[src/source/i2c_config.svh]
`ifndef I2C_CONFIG_SVH
`define I2C_CONFIG_SVH

//////////////////////////////////////////////////
// bus field widths
//////////////////////////////////////////////////

// 7-bit addressing only
`define I2C_ADDR_WIDTH 7

// register address and data are one byte each
`define I2C_BYTE_WIDTH 8

// phase length in clock cycles minus one
`define I2C_DIVIDER_WIDTH 16

`define I2C_BITS_PER_BYTE 8

`endif

[src/source/i2c_pkg.sv]
`include "i2c_config.svh"

package i2c_pkg;

    typedef logic [`I2C_ADDR_WIDTH-1:0]    dev_addr_t;
    typedef logic [`I2C_BYTE_WIDTH-1:0]    reg_addr_t;
    typedef logic [`I2C_BYTE_WIDTH-1:0]    data_t;
    typedef logic [`I2C_DIVIDER_WIDTH-1:0] divider_t;

    // quarter of a bus bit
    typedef logic [1:0] phase_t;

    typedef enum logic [3:0] {
        idle,
        start,
        send_byte,
        check_ack,
        restart,
        read_byte,
        send_nack,
        stop,
        done
    } txn_state_t;

endpackage

[src/source/i2c_byte_shifter.sv]
module i2c_byte_shifter (
    input  logic           clock,
    input  logic           reset_n,
    input  logic           load,
    input  i2c_pkg::data_t load_byte,
    input  logic           shift,
    input  logic           sample,
    input  logic           sda_in,
    output logic           out_bit,
    output i2c_pkg::data_t in_byte
);
    import i2c_pkg::*;

    localparam int byte_width = $bits(data_t);

    data_t out_byte;

    //////////////////////////////////////////////////
    // outbound path
    //////////////////////////////////////////////////

    // address, register or write data, MSB first
    always_ff @(posedge clock) begin
        if (load) begin
            out_byte <= load_byte;
        end else if (shift) begin
            out_byte <= {out_byte[byte_width-2:0], 1'b0};
        end
    end

    assign out_bit = out_byte[byte_width-1];

    //////////////////////////////////////////////////
    // inbound path
    //////////////////////////////////////////////////

    // read data arrives MSB first as well
    always_ff @(posedge clock) begin
        if (!reset_n) begin
            in_byte <= '0;
        end else if (sample) begin
            in_byte <= {in_byte[byte_width-2:0], sda_in};
        end
    end

endmodule

[src/source/i2c_master.sv]
module i2c_master (
    input  logic               clock,
    input  logic               reset_n,
    input  logic               req,
    input  logic               rw,
    input  i2c_pkg::dev_addr_t device_address,
    input  i2c_pkg::reg_addr_t register_address,
    input  i2c_pkg::data_t     write_data,
    input  i2c_pkg::divider_t  divider,
    output logic               ack,
    output logic               nack,
    output i2c_pkg::data_t     read_data,
    output logic               scl_low,
    output logic               sda_low,
    input  logic               scl_in,
    input  logic               sda_in
);
    import i2c_pkg::*;

    logic   timer_enable;
    logic   phase_tick;
    phase_t phase;
    logic   load;
    logic   shift;
    logic   sample;
    data_t  load_byte;
    logic   out_bit;

    //////////////////////////////////////////////////
    // quarter-bit timing
    //////////////////////////////////////////////////

    i2c_phase_timer phase_timer (
        .clock      (clock),
        .reset_n    (reset_n),
        .enable     (timer_enable),
        .divider    (divider),
        .phase_tick (phase_tick),
        .phase      (phase)
    );

    //////////////////////////////////////////////////
    // serial shift path
    //////////////////////////////////////////////////

    // read_data holds after the last sample
    i2c_byte_shifter byte_shifter (
        .clock     (clock),
        .reset_n   (reset_n),
        .load      (load),
        .load_byte (load_byte),
        .shift     (shift),
        .sample    (sample),
        .sda_in    (sda_in),
        .out_bit   (out_bit),
        .in_byte   (read_data)
    );

    i2c_transaction_fsm transaction_fsm (
        .clock            (clock),
        .reset_n          (reset_n),
        .req              (req),
        .rw               (rw),
        .device_address   (device_address),
        .register_address (register_address),
        .write_data       (write_data),
        .phase_tick       (phase_tick),
        .phase            (phase),
        .out_bit          (out_bit),
        .sda_in           (sda_in),
        .timer_enable     (timer_enable),
        .load             (load),
        .shift            (shift),
        .sample           (sample),
        .load_byte        (load_byte),
        .scl_low          (scl_low),
        .sda_low          (sda_low),
        .ack              (ack),
        .nack             (nack)
    );

endmodule

[src/source/i2c_phase_timer.sv]
module i2c_phase_timer (
    input  logic              clock,
    input  logic              reset_n,
    input  logic              enable,
    input  i2c_pkg::divider_t divider,
    output logic              phase_tick,
    output i2c_pkg::phase_t   phase
);
    import i2c_pkg::*;

    divider_t cycle_count;

    // one tick per quarter bit
    assign phase_tick = (cycle_count == divider);

    // restarts while idle so the first quarter has full length
    always_ff @(posedge clock) begin
        if (!reset_n) begin
            cycle_count <= '0;
        end else if (!enable || phase_tick) begin
            cycle_count <= '0;
        end else begin
            cycle_count <= cycle_count + 1'b1;
        end
    end

    // quarter index, wraps after four ticks
    always_ff @(posedge clock) begin
        if (!reset_n) begin
            phase <= '0;
        end else if (!enable) begin
            phase <= '0;
        end else if (phase_tick) begin
            phase <= phase + 1'b1;
        end
    end

endmodule

[src/source/i2c_transaction_fsm.sv]
`include "i2c_config.svh"

module i2c_transaction_fsm (
    input  logic               clock,
    input  logic               reset_n,
    input  logic               req,
    input  logic               rw,
    input  i2c_pkg::dev_addr_t device_address,
    input  i2c_pkg::reg_addr_t register_address,
    input  i2c_pkg::data_t     write_data,
    input  logic               phase_tick,
    input  i2c_pkg::phase_t    phase,
    input  logic               out_bit,
    input  logic               sda_in,
    output logic               timer_enable,
    output logic               load,
    output logic               shift,
    output logic               sample,
    output i2c_pkg::data_t     load_byte,
    output logic               scl_low,
    output logic               sda_low,
    output logic               ack,
    output logic               nack
);
    import i2c_pkg::*;

    localparam int bit_count_width = $clog2(`I2C_BITS_PER_BYTE);
    localparam logic [bit_count_width-1:0] last_bit = bit_count_width'(`I2C_BITS_PER_BYTE - 1);

    txn_state_t                 state;
    logic                       rw_q;
    dev_addr_t                  dev_q;
    reg_addr_t                  reg_q;
    data_t                      data_q;
    logic [bit_count_width-1:0] bit_count;
    logic [1:0]                 slot;
    logic [1:0]                 load_slot;
    logic                       next_is_byte;
    logic                       sda_hold;
    logic                       tick0;
    logic                       tick1;
    logic                       tick2;
    logic                       tick3;

    assign tick0 = phase_tick && (phase == 2'd0);
    assign tick1 = phase_tick && (phase == 2'd1);
    assign tick2 = phase_tick && (phase == 2'd2);
    assign tick3 = phase_tick && (phase == 2'd3);

    assign timer_enable = (state != idle) && (state != done);

    //////////////////////////////////////////////////
    // byte slot selection
    //////////////////////////////////////////////////

    // slots: 0 address+W, 1 register, 2 write data or address+R
    assign load_slot    = (state == start) ? slot : slot + 2'd1;
    assign next_is_byte = (slot == 2'd0) || ((slot == 2'd1) && !rw_q);

    always_comb begin
        case (load_slot)
            2'd0:    load_byte = {dev_q, 1'b0};
            2'd1:    load_byte = reg_q;
            default: load_byte = rw_q ? {dev_q, 1'b1} : data_q;
        endcase
    end

    assign load   = tick3 && ((state == start) ||
                              ((state == check_ack) && !nack && next_is_byte));
    assign shift  = tick3 && (state == send_byte);
    assign sample = tick2 && (state == read_byte);

    // data bits follow the shifter, every other state uses the held level
    assign sda_low = (state == send_byte) ? !out_bit : sda_hold;

    // request fields, captured once per transaction
    always_ff @(posedge clock) begin
        if ((state == idle) && req) begin
            rw_q   <= rw;
            dev_q  <= device_address;
            reg_q  <= register_address;
            data_q <= write_data;
        end
    end

    //////////////////////////////////////////////////
    // transaction sequencing
    //////////////////////////////////////////////////

    always_ff @(posedge clock) begin
        if (!reset_n) begin
            state     <= idle;
            slot      <= '0;
            bit_count <= '0;
            scl_low   <= 1'b0;
            sda_hold  <= 1'b0;
            ack       <= 1'b0;
            nack      <= 1'b0;
        end else begin
            case (state)
                idle: begin
                    if (req) begin
                        state     <= start;
                        slot      <= '0;
                        bit_count <= '0;
                        nack      <= 1'b0;
                    end
                end
                start: begin
                    // SDA falls while SCL is high
                    if (tick1) sda_hold <= 1'b1;
                    if (tick2) scl_low <= 1'b1;
                    if (tick3) state <= send_byte;
                end
                send_byte, read_byte: begin
                    if (tick0) scl_low <= 1'b0;
                    if (tick2) scl_low <= 1'b1;
                    if (tick3) begin
                        bit_count <= bit_count + 1'b1;
                        if (bit_count == last_bit) begin
                            bit_count <= '0;
                            sda_hold  <= 1'b0;
                            if (state == send_byte) begin
                                state <= check_ack;
                            end else begin
                                state <= send_nack;
                            end
                        end
                    end
                end
                check_ack: begin
                    if (tick0) scl_low <= 1'b0;
                    if (tick2) begin
                        scl_low <= 1'b1;
                        nack    <= sda_in;
                    end
                    if (tick3) begin
                        slot <= slot + 2'd1;
                        if (nack) begin
                            state    <= stop;
                            sda_hold <= 1'b1;
                        end else if (next_is_byte) begin
                            state <= send_byte;
                        end else if (slot == 2'd1) begin
                            state <= restart;
                        end else if (rw_q) begin
                            state <= read_byte;
                        end else begin
                            state    <= stop;
                            sda_hold <= 1'b1;
                        end
                    end
                end
                restart: begin
                    // SCL up with SDA released, START follows
                    if (tick0) scl_low <= 1'b0;
                    if (tick3) state <= start;
                end
                send_nack: begin
                    if (tick0) scl_low <= 1'b0;
                    if (tick2) scl_low <= 1'b1;
                    if (tick3) begin
                        sda_hold <= 1'b1;
                        state    <= stop;
                    end
                end
                stop: begin
                    // SDA rises while SCL is high
                    if (tick0) scl_low <= 1'b0;
                    if (tick2) sda_hold <= 1'b0;
                    if (tick3) begin
                        state <= done;
                        ack   <= 1'b1;
                    end
                end
                done: begin
                    if (!req) begin
                        ack   <= 1'b0;
                        state <= idle;
                    end
                end
                default: state <= idle;
            endcase
        end
    end

endmodule

[config.mk]
export PLATFORM = sky130hd
export DESIGN_NAME = i2c_master
export DESIGN_NICKNAME = d
export VERILOG_FILES = /design/src/source/i2c_pkg.sv /design/src/source/i2c_byte_shifter.sv /design/src/source/i2c_master.sv /design/src/source/i2c_phase_timer.sv /design/src/source/i2c_transaction_fsm.sv
export VERILOG_INCLUDE_DIRS = /design/src /design/src/source
export SDC_FILE = /design/constraint.sdc
export NUM_CORES = 1
export LEC_CHECK = 0
export BUFFER_PORTS_ARGS = -buffer_cell sky130_fd_sc_hd__buf_2
export CAP_MARGIN = 0
export CORE_MARGIN = 2
export CORE_UTILIZATION = 45
export CTS_BUF_LIST = sky130_fd_sc_hd__clkbuf_16
export DETAILED_ROUTE_END_ITERATION = 8
export PLACE_DENSITY = 0.66
export SKIP_LAST_GASP = 1
export SLEW_MARGIN = 20
export SYNTH_ARGS = -nofsm -noshare
export SYNTH_HDL_FRONTEND = slang
export SYNTH_HIERARCHICAL = 1
export SYNTH_SLANG_ARGS = --single-unit
[constraint.sdc]
create_clock -name clock -period 5 [get_ports clock]
set_clock_uncertainty 0.1 [all_clocks]
set_input_delay 0.25 -clock clock [delete_from_list [all_inputs] [get_ports clock]]
set_output_delay 0.25 -clock clock [all_outputs]
set_load 0.01 [all_outputs]
# Word level (Yosys, flattened, before mapping)
# Cells that the tools add are included.
# W data, S select, Z words.
# totals
ff_bits	71
word_cells	142
output_inout_bits	12
input_bits	45
# classes
n_reduce_logical	42
eq_ne	32
bitwise	1
add_sub_neg	4
mux	48
# op_table
op	n
$mux W4	12
$pmux W4 S8	1
$mux W8	3
$ne A2 B1 Y1 const B	11
$mux W1	17
$add A16 B1 Y16 const B	1
$eq A16 B16 Y1	1
$eq A4 B3 Y1 const B	4
$pmux W8 S2	1
$logic_and A1 B1 Y1	12
$mux W3	4
$reduce_and A3 Y1	4
$reduce_and A10 Y1	1
$ne A3 B2 Y1 const B	3
$reduce_and A9 Y1	1
$eq A4 B2 Y1 const B	2
$mux W2	4
$reduce_bool A2 Y1	4
$eq A2 B1 Y1 const B	3
$logic_not A2 Y1	3
$pmux W3 S2	1
$reduce_or A2 Y1	3
$pmux W1 S5	1
$reduce_bool A5 Y1	1
19 further kinds	29

# Longest topological paths before layout
# Gate-level depths: netlist of run 1.
# logic_depth
depth_word	7
depth_mapped	9
depth_no_buf	8

# Hierarchy
# Netlist of run 1, hierarchy kept.
# by_module_without_submodules
mod	area_per_inst_um2	seq_area_each_um2	instances	cells_per_inst
i2c_transaction_fsm	1936.9	980.9	1	182
i2c_phase_timer	925.9	360.3	1	103
i2c_byte_shifter	671.9	400.4	1	43

# Worst setup path after synthesis of run 1
# OpenSTA, ideal clock, no wires.
# synth_path
kind	register to register
from	register transaction_fsm.state[3]
to	register byte_shifter.out_byte[1], data pin
t_required_ns	4.640
stages_incl_launch_ff	10
path_buffers	3
synth_period_minus_slack_ns	2.553
path_slack_ns	2.447
arrival_time_ns	2.193
setup_ns	0.260
path_cell_list	dfxtp_1 > buf_6 > or4b_4 > buf_6 > mux2i_1 > nor2_2 > nor2b_4 > buf_6 > a221o_1 > mux2_4
# synth_via
word_cells_on_any_way	11
cone_classes	eq/ne: 3; mux: 3; reduce/logical: 5
# synth_lines
element	line	rtl
from (decl)	i2c_transaction_fsm.sv:30	txn_state_t state;
from (signal assigned)	i2c_transaction_fsm.sv:92	state <= idle;
from (signal assigned)	i2c_transaction_fsm.sv:103	state <= start;
from (signal assigned)	i2c_transaction_fsm.sv:113	if (tick3) state <= send_byte;
$eq A4 B1 Y1 *	i2c_transaction_fsm.sv:57	assign load_slot = (state == start) ? slot : slot + 2'd1;
$mux W2 *	i2c_transaction_fsm.sv:57	
$eq A2 B1 Y1 or $logic_not A2 Y1 (tied branches)	i2c_transaction_fsm.sv:61	case (load_slot)
$pmux W8 S2 *	i2c_transaction_fsm.sv:61	
named net load_byte[1]	i2c_master.sv:26	data_t load_byte;
$mux W8 *	i2c_byte_shifter.sv:24	if (load) begin
to (signal assigned)	i2c_byte_shifter.sv:25	out_byte <= load_byte;
to (signal assigned)	i2c_byte_shifter.sv:27	out_byte <= {out_byte[byte_width-2:0], 1'b0};
to (decl)	i2c_byte_shifter.sv:16	data_t out_byte;
# Mark *: on every way through the listed nets, which the timed path passes. The rest lies on a longest branch.
# A chain may end at the register's enable or synchronous reset.

# Worst setup path after layout of run 1
# layout_path
from	register transaction_fsm.state[0]
to	register byte_shifter.out_byte[7], data pin
# The elaborated chain is that of the path after synthesis.

==> flow_summary_export.csv, run 1 <==
group,metric,value,unit
worst_setup_path,rrSetupSlack,2.01,ns
power,p_sw_share,30.1,%
yosys,yosysWarnings,6,
floorplanning,dieArea,8580,sq um
finish,diodes,0,
min_path,whs_path_depth,1,
global_routing,grtUsageTotal,17.1,%
worst_setup_path,crit_arrival,2.97,ns
finish,final_cells,511,
yosys,ys_ff_latch,71,
timing,period_share,59.9,%
power,intPower,1.27,mW
power,power_frac_seq,42.4,%
floorplanning,die_x,92.6,microns
yosys,synth_top_cell_by_area,"edfxtp_1",
global_routing,grt_pass1_wl,11400,microns
floorplanning,start_util,46.0,%
clock_tree,ctsResizeCount,0,
finish,fillers,680,
timing,rsz0062_at_grt,"no",
worst_setup_path,required,4.98,ns
worst_setup_path,critical-path-max-stage-delay,0.77,ns
worst_setup_path,worstSetupPathType,"flip-flop to flip-flop",
place,placed_cell_area,3840,sq um
worst_setup_path,start_kind,"flip-flop",
power,power_density,414,nW/um^2
clock_tree,clkLatencyLatePin,0.33,ns
yosys,synthArstFlopShare,0,%
floorplanning,dieHeight,92.6,microns
yosys,ys_seq_area_share,49.3,%
min_path,min_to,"transaction_fsm/data_q[5]",
min_path,hold_start,"write_data[5]",
timing,tightest_slew,0.699,ns
timing,finalCriticalPeriod,2.99,ns
global_routing,grt_start_max_net_pins,27,
clock_tree,root_buffer,"clkbuf_16",
worst_setup_path,r2r-end,"byte_shifter/out_byte[7]",
place,place.port_buffers,55,
yosys,syn_inst,328,
timing,finalSetupViolCount,0,
flow_run,maxCapViolations,0,
routing,wl_per_cell,13.5,microns
finish,design_area,4380,sq um
worst_setup_path,path_max_fanout,24,
routing,drc_errors,0,
clock_tree,clock_path_buffers,2,
routing,first_pass_iters,5,
yosys,synth_top_area_share,27.2,%
worst_setup_path,cp-end-kind,"flip-flop",
finish,nets,454,
timing,slew_viol_final,0,
yosys,synth.area.mux_share,6.37,%
yosys,synth_cell_type_count,57,
min_path,hold_class,"input port to flip-flop",
power,peakVddDrop,0.350,mV
yosys,synthXorXnorAreaFrac,7.68,%
yosys,synth_fa_ha_area_share,1.77,%
power,clkPwrFrac,35.8,%
global_routing,grt_overflow_total,0,
floorplanning,num_rows,32,
place,dp_hpwl,4640,microns
clock_tree,clk_pin_slew_worst_paths,0.06,ns
worst_setup_path,cp_num_buf_inv,0,
power,p_leak,1.60,nW
worst_setup_path,crit_chain,"or4b_4 > mux2i_1 > nor2_2 > nor2b_4 > a221o_1 > mux2_4",
worst_setup_path,cp.depth,6,
worst_setup_path,path_delay_family,"simple AND/OR/NAND/NOR gates",
finish,area_growth,23.8,%
timing,finalHoldViolCount,0,
routing,vias,2672,
finish,drive_above_1_share,22.0,%
clock_tree,cts_buffers,9,
timing,slew_headroom,53.4,%
place,dp.cells,472,
routing,ant_nets,0,
yosys,syn-cell-area,3530,sq um
yosys,synth.avg_cell_area,10.8,sq um
yosys,synthFlopType,"dfxtp_1",
floorplanning,ios,57,
worst_setup_path,reg2reg_from,"transaction_fsm/state[0]",
power,p_sw,0.545,mW
global_routing,grt_antenna_before_repair,0,
yosys,synth_edf_count,32,
clock_tree,cts_setup_buffers,0,
timing,fin_setup_tns,0,ns
floorplanning,core_area,7690,sq um
routing,vias_per_cell,5.23,
place,place_congestion,0.879,
worst_setup_path,crit_slowest_cell,"dfxtp_1",
clock_tree,clock_sinks,71,
routing,routed_wl,6920,microns
yosys,syn-num-nets,378,
clock_tree,cts_tree,"done",
yosys,synth_compound_area_share,10.9,%
timing,fmax,334,MHz
worst_setup_path,reg2regPathDepth,6,
power,p_total,1.81,mW
run_status,status,"completed",
clock_tree,cts_htree_levels,3,
yosys,synth_top_family_by_area,"simple AND/OR/NAND/NOR gates",
routing,drt_iter0_drc,124,
power,power.share.combinational,21.8,%
finish,finish.utilization,56.9,%
global_routing,grt_pass1_vias,2459,
yosys,synthSimpleGateAreaFrac,20.2,%
yosys,yosys-top-cells-area,"edfxtp_1 27%, dfxtp_1 22%, xnor2_1 5.5%, nor2_1 3.7%, mux2i_1 3.4%",
==> cell type report <==
class / count / area (sq um) / area share [%]
clock buffers: 9 / 225 / 5.15
clock inverters: 7 / 78.8 / 1.80
inverters: 8 / 30.0 / 0.686
multi-input cells: 235 / 1660 / 37.9
flip-flops and latches: 71 / 1740 / 39.8
well taps: 102 / 128 / 2.92
repair buffers: 79 / 513 / 11.7
==> per-stage QoR <==
stage | setup slack, ns | hold slack, ns
floorplan | 2.45 | 0.249
global placement | 2.02 | 0.327
detailed placement | 2.03 | 0.328
CTS | 1.99 | 0.000834
global route | 1.80 | 0.00290
finish | 2.01 | 0.00894
==> power by group through the flow <==
stage	sequential [mW]	combinational, mW	clock, mW
6_report	0.767	0.395	0.648
3_3_place_gp	0.779	0.374	0
4_1_cts	0.767	0.394	0.662
3_5_place_dp	0.779	0.380	0
5_1_grt	0.780	0.442	0.689
2_1_floorplan	0.727	0.368	0
==> synthesized netlist by cell type, drive strengths merged, types with 2 or more instances <==
cell type / count
inv: 7
a21oi: 17
and3b: 2
xnor2: 22
nand2: 17
nor4: 2
a221o: 7
a32o: 2
nand4: 8
a221oi: 4
o21ai: 12
and4: 2
or3: 3
mux2i: 12
nor2: 37
and2b: 7
or4b: 2
nor2b: 10
edfxtp: 32
dfxtp: 39
or2: 2
clkbuf: 5
ha: 5
nand3b: 3
and3: 5
buf: 9
nor3: 5
mux2: 7
nand3: 10
xor2: 9
nand2b: 5
==> timing repair <==
action | in CTS | in global routing
endpoints found under the hold margin | 22 | 1
hold buffers | 22 | 1
setup endpoints to repair | 0 | 0
==> flip-flops by register name, summed over array words and instances, names as in the netlist, 2 cells and up <==
register                   flops
byte_shifter/out_byte          8
byte_shifter/in_byte           8
transaction_fsm/reg_q          8
transaction_fsm/bit_count      3
phase_timer/phase              2
transaction_fsm/dev_q          7
transaction_fsm/slot           2
transaction_fsm/data_q         8
phase_timer/cycle_count       16
transaction_fsm/state          4
==> how the worst max path moves through the flow <==
stage	start	end	slack, ns
finish	transaction_fsm/state[0]	byte_shifter/out_byte[7]	2.01
detailed placement	transaction_fsm/state[0]	byte_shifter/out_byte[7]	2.03
global placement	transaction_fsm/state[0]	byte_shifter/out_byte[7]	2.02
global route	phase_timer/cycle_count[0]	transaction_fsm/state[1]	1.80
floorplan	transaction_fsm/state[3]	byte_shifter/out_byte[1]	2.45
CTS	transaction_fsm/state[0]	byte_shifter/out_byte[7]	1.99
==> placed cells by master (no fill, tap or decap), types with 3 or more instances in the layout <==
cell,Yosys,routed
ha_1,5,5
nand2_1,17,17
o21ai_0,12,12
nor2_1,35,35
buf_2,2,55
nand3b_1,3,3
nand4_1,8,8
dlygate4sd3_1,0,23
and3_1,5,4
nand2b_1,5,5
a221oi_1,4,4
xor2_1,9,9
dfxtp_1,39,39
a21oi_1,17,17
clkinvlp_4,0,3
mux2i_1,12,12
nor2b_1,9,9
xnor2_1,22,22
nor3_1,5,5
or3_1,3,3
nand3_1,10,10
mux2_4,7,7
clkbuf_16,0,9
edfxtp_1,32,32
and2b_1,7,7
inv_1,7,7
inv_6,0,3
a221o_1,7,7
==> layer usage <==
metal	vias up	part of all wire, %	track usage [%]
met5	-	0	0
met4	0	2.0	8.58
met3	11	5.2	3.66
met2	75	46	26.5
met1	1245	47	22.6
li1	1341	-	-
==> kinds of logic after synthesis <==
kind of cell | count (synthesis)
multiplexers | 19
AND/OR/NAND/NOR | 125
buffers and inverters | 22
flip-flops | 71
XOR/XNOR | 31
AO/OA/AOI/OAI | 55
adder cells (fa/ha/maj) | 5
No activity file was read; power rests on OpenSTA's default activity.
==> run 2, diff against run 1 <==
- clock period: 5 -> 3.1 ns (I/O delays scaled with it)
==> run 2 against run 1 <==
Effect of this change:
- cell count grew 1.6%
- worst setup slack lost 1.6 ns
- count of clock-buffer cells in the layout is the same
- power grew 61%
- via count grew 0.45%
- hold slack gained 0.012 ns
==> flow_summary_export.csv, run 2 (synthesis gave the netlist of run 1 again) <==
group,metric,value,unit
clock_tree,cts_htree_levels,3,
flow_run,maxCapViolations,0,
routing,vias,2684,
floorplanning,die_x,92.6,microns
clock_tree,root_buffer,"clkbuf_16",
routing,routed_wl,7090,microns
routing,wl_met2,3410,microns
routing,drc_errors,0,
finish,diodes,0,
power,p_sw_share,31.1,%
floorplanning,num_rows,32,
timing,fmax,371,MHz
power,power.share.combinational,26.4,%
finish,area_growth,25.1,%
finish,nets,462,
power,intPower,2.00,mW
worst_setup_path,worstSetupPathType,"flip-flop to flip-flop",
place,place_congestion,0.850,
finish,regMostFlops,"phase_timer/cycle_count",
power,p_sw,0.905,mW
timing,tightest_slew,0.569,ns
worst_setup_path,required,3.23,ns
finish,design_area,4420,sq um
global_routing,grt_pass1_vias,2602,
power,power_density,658,nW/um^2
place,place.port_buffers,55,
floorplanning,dieArea,8580,sq um
worst_setup_path,start_kind,"flip-flop",
global_routing,grtUsageTotal,17.8,%
worst_setup_path,path_max_fanout,9,
timing,slew_viol_final,0,
finish,layout_commonest_cell,"buf_2",
routing,wl_per_cell,13.7,microns
finish,largest_reg_flops,16,
place,placed_cell_area,3890,sq um
global_routing,grt_start_max_net_pins,27,
timing,slew_headroom,62.1,%
power,peakVddDrop,0.484,mV
timing,period_share,87.0,%
routing,drt_iter0_drc,123,
place,dp_hpwl,4800,microns
global_routing,grt_antenna_before_repair,0,
global_routing,grt_overflow_total,0,
routing,vias_per_cell,5.17,
clock_tree,clock_path_buffers,2,
timing,finalSetupViolCount,0,
clock_tree,cts_tree,"done",
power,power_frac_seq,39.9,%
timing,fin_setup_tns,0,ns
clock_tree,clk_pin_slew_worst_paths,0.06,ns
finish,drive_above_1_share,23.0,%
routing,top_layer,"met4",
timing,rsz0062_at_grt,"no",
finish,finish.utilization,57.5,%
power,p_leak,1.63,nW
floorplanning,dieHeight,92.6,microns
worst_setup_path,cp-end-kind,"flip-flop",
global_routing,grt_pass1_wl,12000,microns
worst_setup_path,crit_arrival,2.83,ns
floorplanning,ios,57,
min_path,hold_class,"input port to flip-flop",
clock_tree,cts_buffers,9,
finish,layout_common_cells,"55 x buf_2, 39 x dfxtp_1, 35 x nor2_1, 32 x edfxtp_1, 24 x dlygate4sd3_1",
run_status,status,"completed",
routing,wirelength_met1,3290,microns
routing,ant_nets,0,
clock_tree,ctsResizeCount,0,
clock_tree,clkLatencyLatePin,0.33,ns
power,clkPwrFrac,33.7,%
timing,finalCriticalPeriod,2.70,ns
clock_tree,clock_sinks,71,
floorplanning,core_area,7690,sq um
routing,wl_met3,349,microns
routing,first_pass_iters,4,
floorplanning,start_util,46.0,%
timing,finalHoldViolCount,0,
[run 2: power groups by stage]
stage | clock network [mW] | registers, mW | logic, mW
floorplan | 0 | 1.17 | 0.594
detailed placement | 0 | 1.18 | 0.741
finish | 0.980 | 1.16 | 0.766
CTS | 1.00 | 1.16 | 0.770
global route | 1.05 | 1.17 | 0.858
global placement | 0 | 1.18 | 0.731
[run 2: metrics by stage]
stage | power [mW] | cells | setup slack [ns] | hold WS [ns]
final | 2.91 | 519 | 0.402 | 0.0214
after global routing | 3.08 | 519 | 0.116 | 0.0635
after CTS | 2.94 | 519 | 0.419 | 0.0217
after detailed placement | 1.92 | 479 | 0.439 | 0.233
after global placement | 1.91 | 479 | 0.506 | 0.232
after floorplan | 1.77 | 328 | 0.547 | 0.154
[run 2: layer usage]
metal	vias to the layer above	track usage, %
met4	0	7.72
li1	1363	-
met1	1237	23.0
met3	4	3.66
met5	-	0
met2	80	28.8
[run 2: final timing paths]
kind | slack (ns) | cells after the start | endpoint | from
worst max-delay path | 0.40 | 8 | transaction_fsm/sda_hold | phase_timer/cycle_count[3]
worst min-delay path | 0.02 | 3 | byte_shifter/in_byte[0] | sda_in
worst max register to register | 0.40 | 8 | transaction_fsm/sda_hold | phase_timer/cycle_count[3]
worst min register to register | 0.38 | 1 | transaction_fsm/bit_count[2] | transaction_fsm/bit_count[2]
[run 2: repair_timing]
action,CTS,global route
hold buffers,24,0
endpoints found under the hold margin,24,0
endpoints found under the setup margin,0,0
setup buffers,0,0
[run 2: layout make-up]
cell class                 instances  area (sq um)
fill                             674          3270
sequential                        71          1740
multi-input combinational        235          1660
timing repair buffer              87           576
clock buffer                       9           225
tap                              102           128
clock inverter                     7          61.3
inverter                           8          30.0
[run 2: worst max-delay path, stage by stage (launching register included)]
cell and delay [ns]:
dfxtp_1 0.42, xnor2_1 0.15, nand4_1 0.17, nor4_4 0.49, and3_1 0.34, o21ai_0 0.13, a221oi_1 0.43, a21oi_1 0.13
a311oi_1 0.25
==> run 3, diff against run 2 <==
- ABC_AREA: not set -> 0
- GPL_TIMING_DRIVEN: not set -> 0
==> run 3 against run 2 <==
Effect of this change:
- via count grew 2.2%
- cell area grew 2.0%
- hold slack lost 0.0013 ns
- critical path depth shrank 1
- sequential cell count is the same
- routed wire length grew 3.0%
- largest power group unchanged
- largest cell class unchanged
- maximum frequency shrank 4.0%
- count of clock-buffer cells in the layout is the same
- non-clock buffer count grew 6
- register-to-register slack lost 0.11 ns
- critical endpoint is now byte_shifter/out_byte[1]
==> flow_summary_export.csv, run 3 (synthesis gave the netlist of run 1 again) <==
group,metric,value,unit
power,power_frac_seq,37.8,%
worst_setup_path,reg2regPathDepth,7,
floorplanning,die_x,92.6,microns
floorplanning,core_area,7690,sq um
power,p_sw,0.907,mW
floorplanning,num_rows,32,
timing,period_share,90.7,%
power,power_density,685,nW/um^2
place,pre_cts_ws,0.172,ns
finish,finish.utilization,58.6,%
power,p_leak,1.66,nW
place,place_congestion,0.955,
routing,ant_nets,0,
routing,routed_wl,7300,microns
power,peakVddDrop,0.402,mV
finish,regMostFlops,"phase_timer/cycle_count",
finish,fillers,677,
finish,area_growth,27.5,%
routing,vias_per_cell,5.22,
global_routing,grt_start_max_net_pins,27,
routing,vias,2742,
routing,wl_per_cell,13.9,microns
worst_setup_path,required,3.00,ns
timing,tightest_slew,0.593,ns
finish,drive_above_1_share,23.2,%
timing,slew_headroom,60.5,%
routing,drc_errors,0,
place,placed_cell_area,3940,sq um
worst_setup_path,crit_arrival,2.71,ns
worst_setup_path,cp-end-kind,"flip-flop",
power,p_sw_share,29.4,%
power,p_total,3.09,mW
global_routing,grt_pass1_vias,2509,
global_routing,grt_overflow_total,0,
timing,slew_viol_final,0,
worst_setup_path,rrSetupSlack,0.29,ns
worst_setup_path,path_max_fanout,9,
clock_tree,cts_htree_levels,3,
finish,design_area,4510,sq um
routing,drt_iter0_drc,156,
finish,diodes,0,
clock_tree,cts_tree,"done",
worst_setup_path,start_kind,"flip-flop",
timing,fmax,356,MHz
finish,nets,468,
finish,area.sequential,1740,sq um
timing,worst_hold_slack,0.0201,ns
finish,layout_common_cells,"57 x buf_2, 39 x dfxtp_1, 35 x nor2_1, 32 x edfxtp_1, 24 x dlygate4sd3_1",
timing,fin_setup_tns,0,ns
floorplanning,dieHeight,92.6,microns
floorplanning,ios,57,
global_routing,grt_pass1_wl,12000,microns
place,dp_hpwl,4870,microns
power,power.share.combinational,26.3,%
run_status,status,"completed",
finish,multiInputGateArea,1670,sq um
timing,rsz0062_at_grt,"no",
global_routing,grt_antenna_before_repair,0,
worst_setup_path,crit_slowest_cell,"nor4_4",
finish,largest_reg_flops,16,
worst_setup_path,reg2reg_from,"phase_timer/cycle_count[2]",
finish,layout_commonest_cell,"buf_2",
finish,final_cells,525,
worst_setup_path,critical-path-max-stage-delay,0.50,ns
timing,fin_ws,0.290,ns
flow_run,maxCapViolations,0,
worst_setup_path,r2r-end,"byte_shifter/out_byte[1]",
place,dp.cells,485,
clock_tree,clkLatencyLatePin,0.33,ns
global_routing,grtUsageTotal,18.0,%
routing,first_pass_iters,6,
timing,finalHoldViolCount,0,
clock_tree,clock_sinks,71,
clock_tree,cts_buffers,9,
worst_setup_path,crit_chain,"xnor2_1 > nand4_1 > nor4_4 > nand3_1 > a21oi_1 > buf_6 > or2_1",
floorplanning,start_util,46.0,%
power,intPower,2.18,mW
clock_tree,clk_pin_slew_worst_paths,0.06,ns
power,clkPwrFrac,35.9,%
timing,finalCriticalPeriod,2.81,ns
timing,finalSetupViolCount,0,
floorplanning,dieArea,8580,sq um
worst_setup_path,endpoint,"byte_shifter/out_byte[1]",
worst_setup_path,crit_start,"phase_timer/cycle_count[2]",
clock_tree,clock_path_buffers,2,
worst_setup_path,worstSetupPathType,"flip-flop to flip-flop",
clock_tree,root_buffer,"clkbuf_16",
place,place.port_buffers,55,
min_path,hold_class,"input port to flip-flop",
## run 3: worst min-delay path by stage
stage / from / endpoint / slack, ns / cells after the start
after floorplan: write_data[0] / transaction_fsm/data_q[0] / 0.15 / 0
after global placement: device_address[0] / transaction_fsm/dev_q[0] / 0.23 / 1
after detailed placement: write_data[7] / transaction_fsm/data_q[7] / 0.23 / 1
after CTS: sda_in / byte_shifter/in_byte[0] / 0.01 / 3
after global routing: sda_in / byte_shifter/in_byte[0] / 0.05 / 3
final: sda_in / byte_shifter/in_byte[0] / 0.02 / 3
## run 3: power by group through the flow
stage	Combinational (mW)	Sequential, mW	Clock, mW
after floorplan	0.594	1.17	0
after global placement	0.763	1.19	0
after detailed placement	0.770	1.19	0
after CTS	0.796	1.17	1.13
after global routing	0.887	1.18	1.18
final	0.811	1.17	1.11
## run 3: final cells by class
cell class | instances | share of cell area, %
Timing Repair Buffer | 79 | 11.4
Multi-Input combinational cell | 235 | 37.0
Tap cell | 102 | 2.83
Clock buffer | 9 | 5.00
Sequential cell | 71 | 38.6
Inverter | 8 | 0.666
Clock inverter | 7 | 2.14
Buffer | 14 | 2.30
## run 3: per-layer routing
| layer | track usage [%] | wire length (microns) | vias up |
|---|---|---|---|
| met2 | 27.4 | 3320 | 101 |
| li1 | - | - | 1369 |
| met5 | 0 | 0 | - |
| met3 | 4.23 | 455 | 12 |
| met1 | 24.7 | 3400 | 1260 |
| met4 | 7.60 | 126 | 0 |
## run 3: critical path: cells and delay by family, from the launching register on
| kind | cells | cell delay (ns) |
|---|---|---|
| AND/OR/NAND/NOR | 4 | 1.35 |
| flip-flops | 1 | 0.43 |
| AO/OA/AOI/OAI | 1 | 0.24 |
| buffers and inverters | 1 | 0.18 |
| XOR/XNOR | 1 | 0.15 |
## run 3: timing repair
item	CTS	global route
hold endpoints to repair	24	0
endpoints found under the setup margin	0	1
setup buffers	0	0
gates resized for setup	0	1
hold buffers	24	0
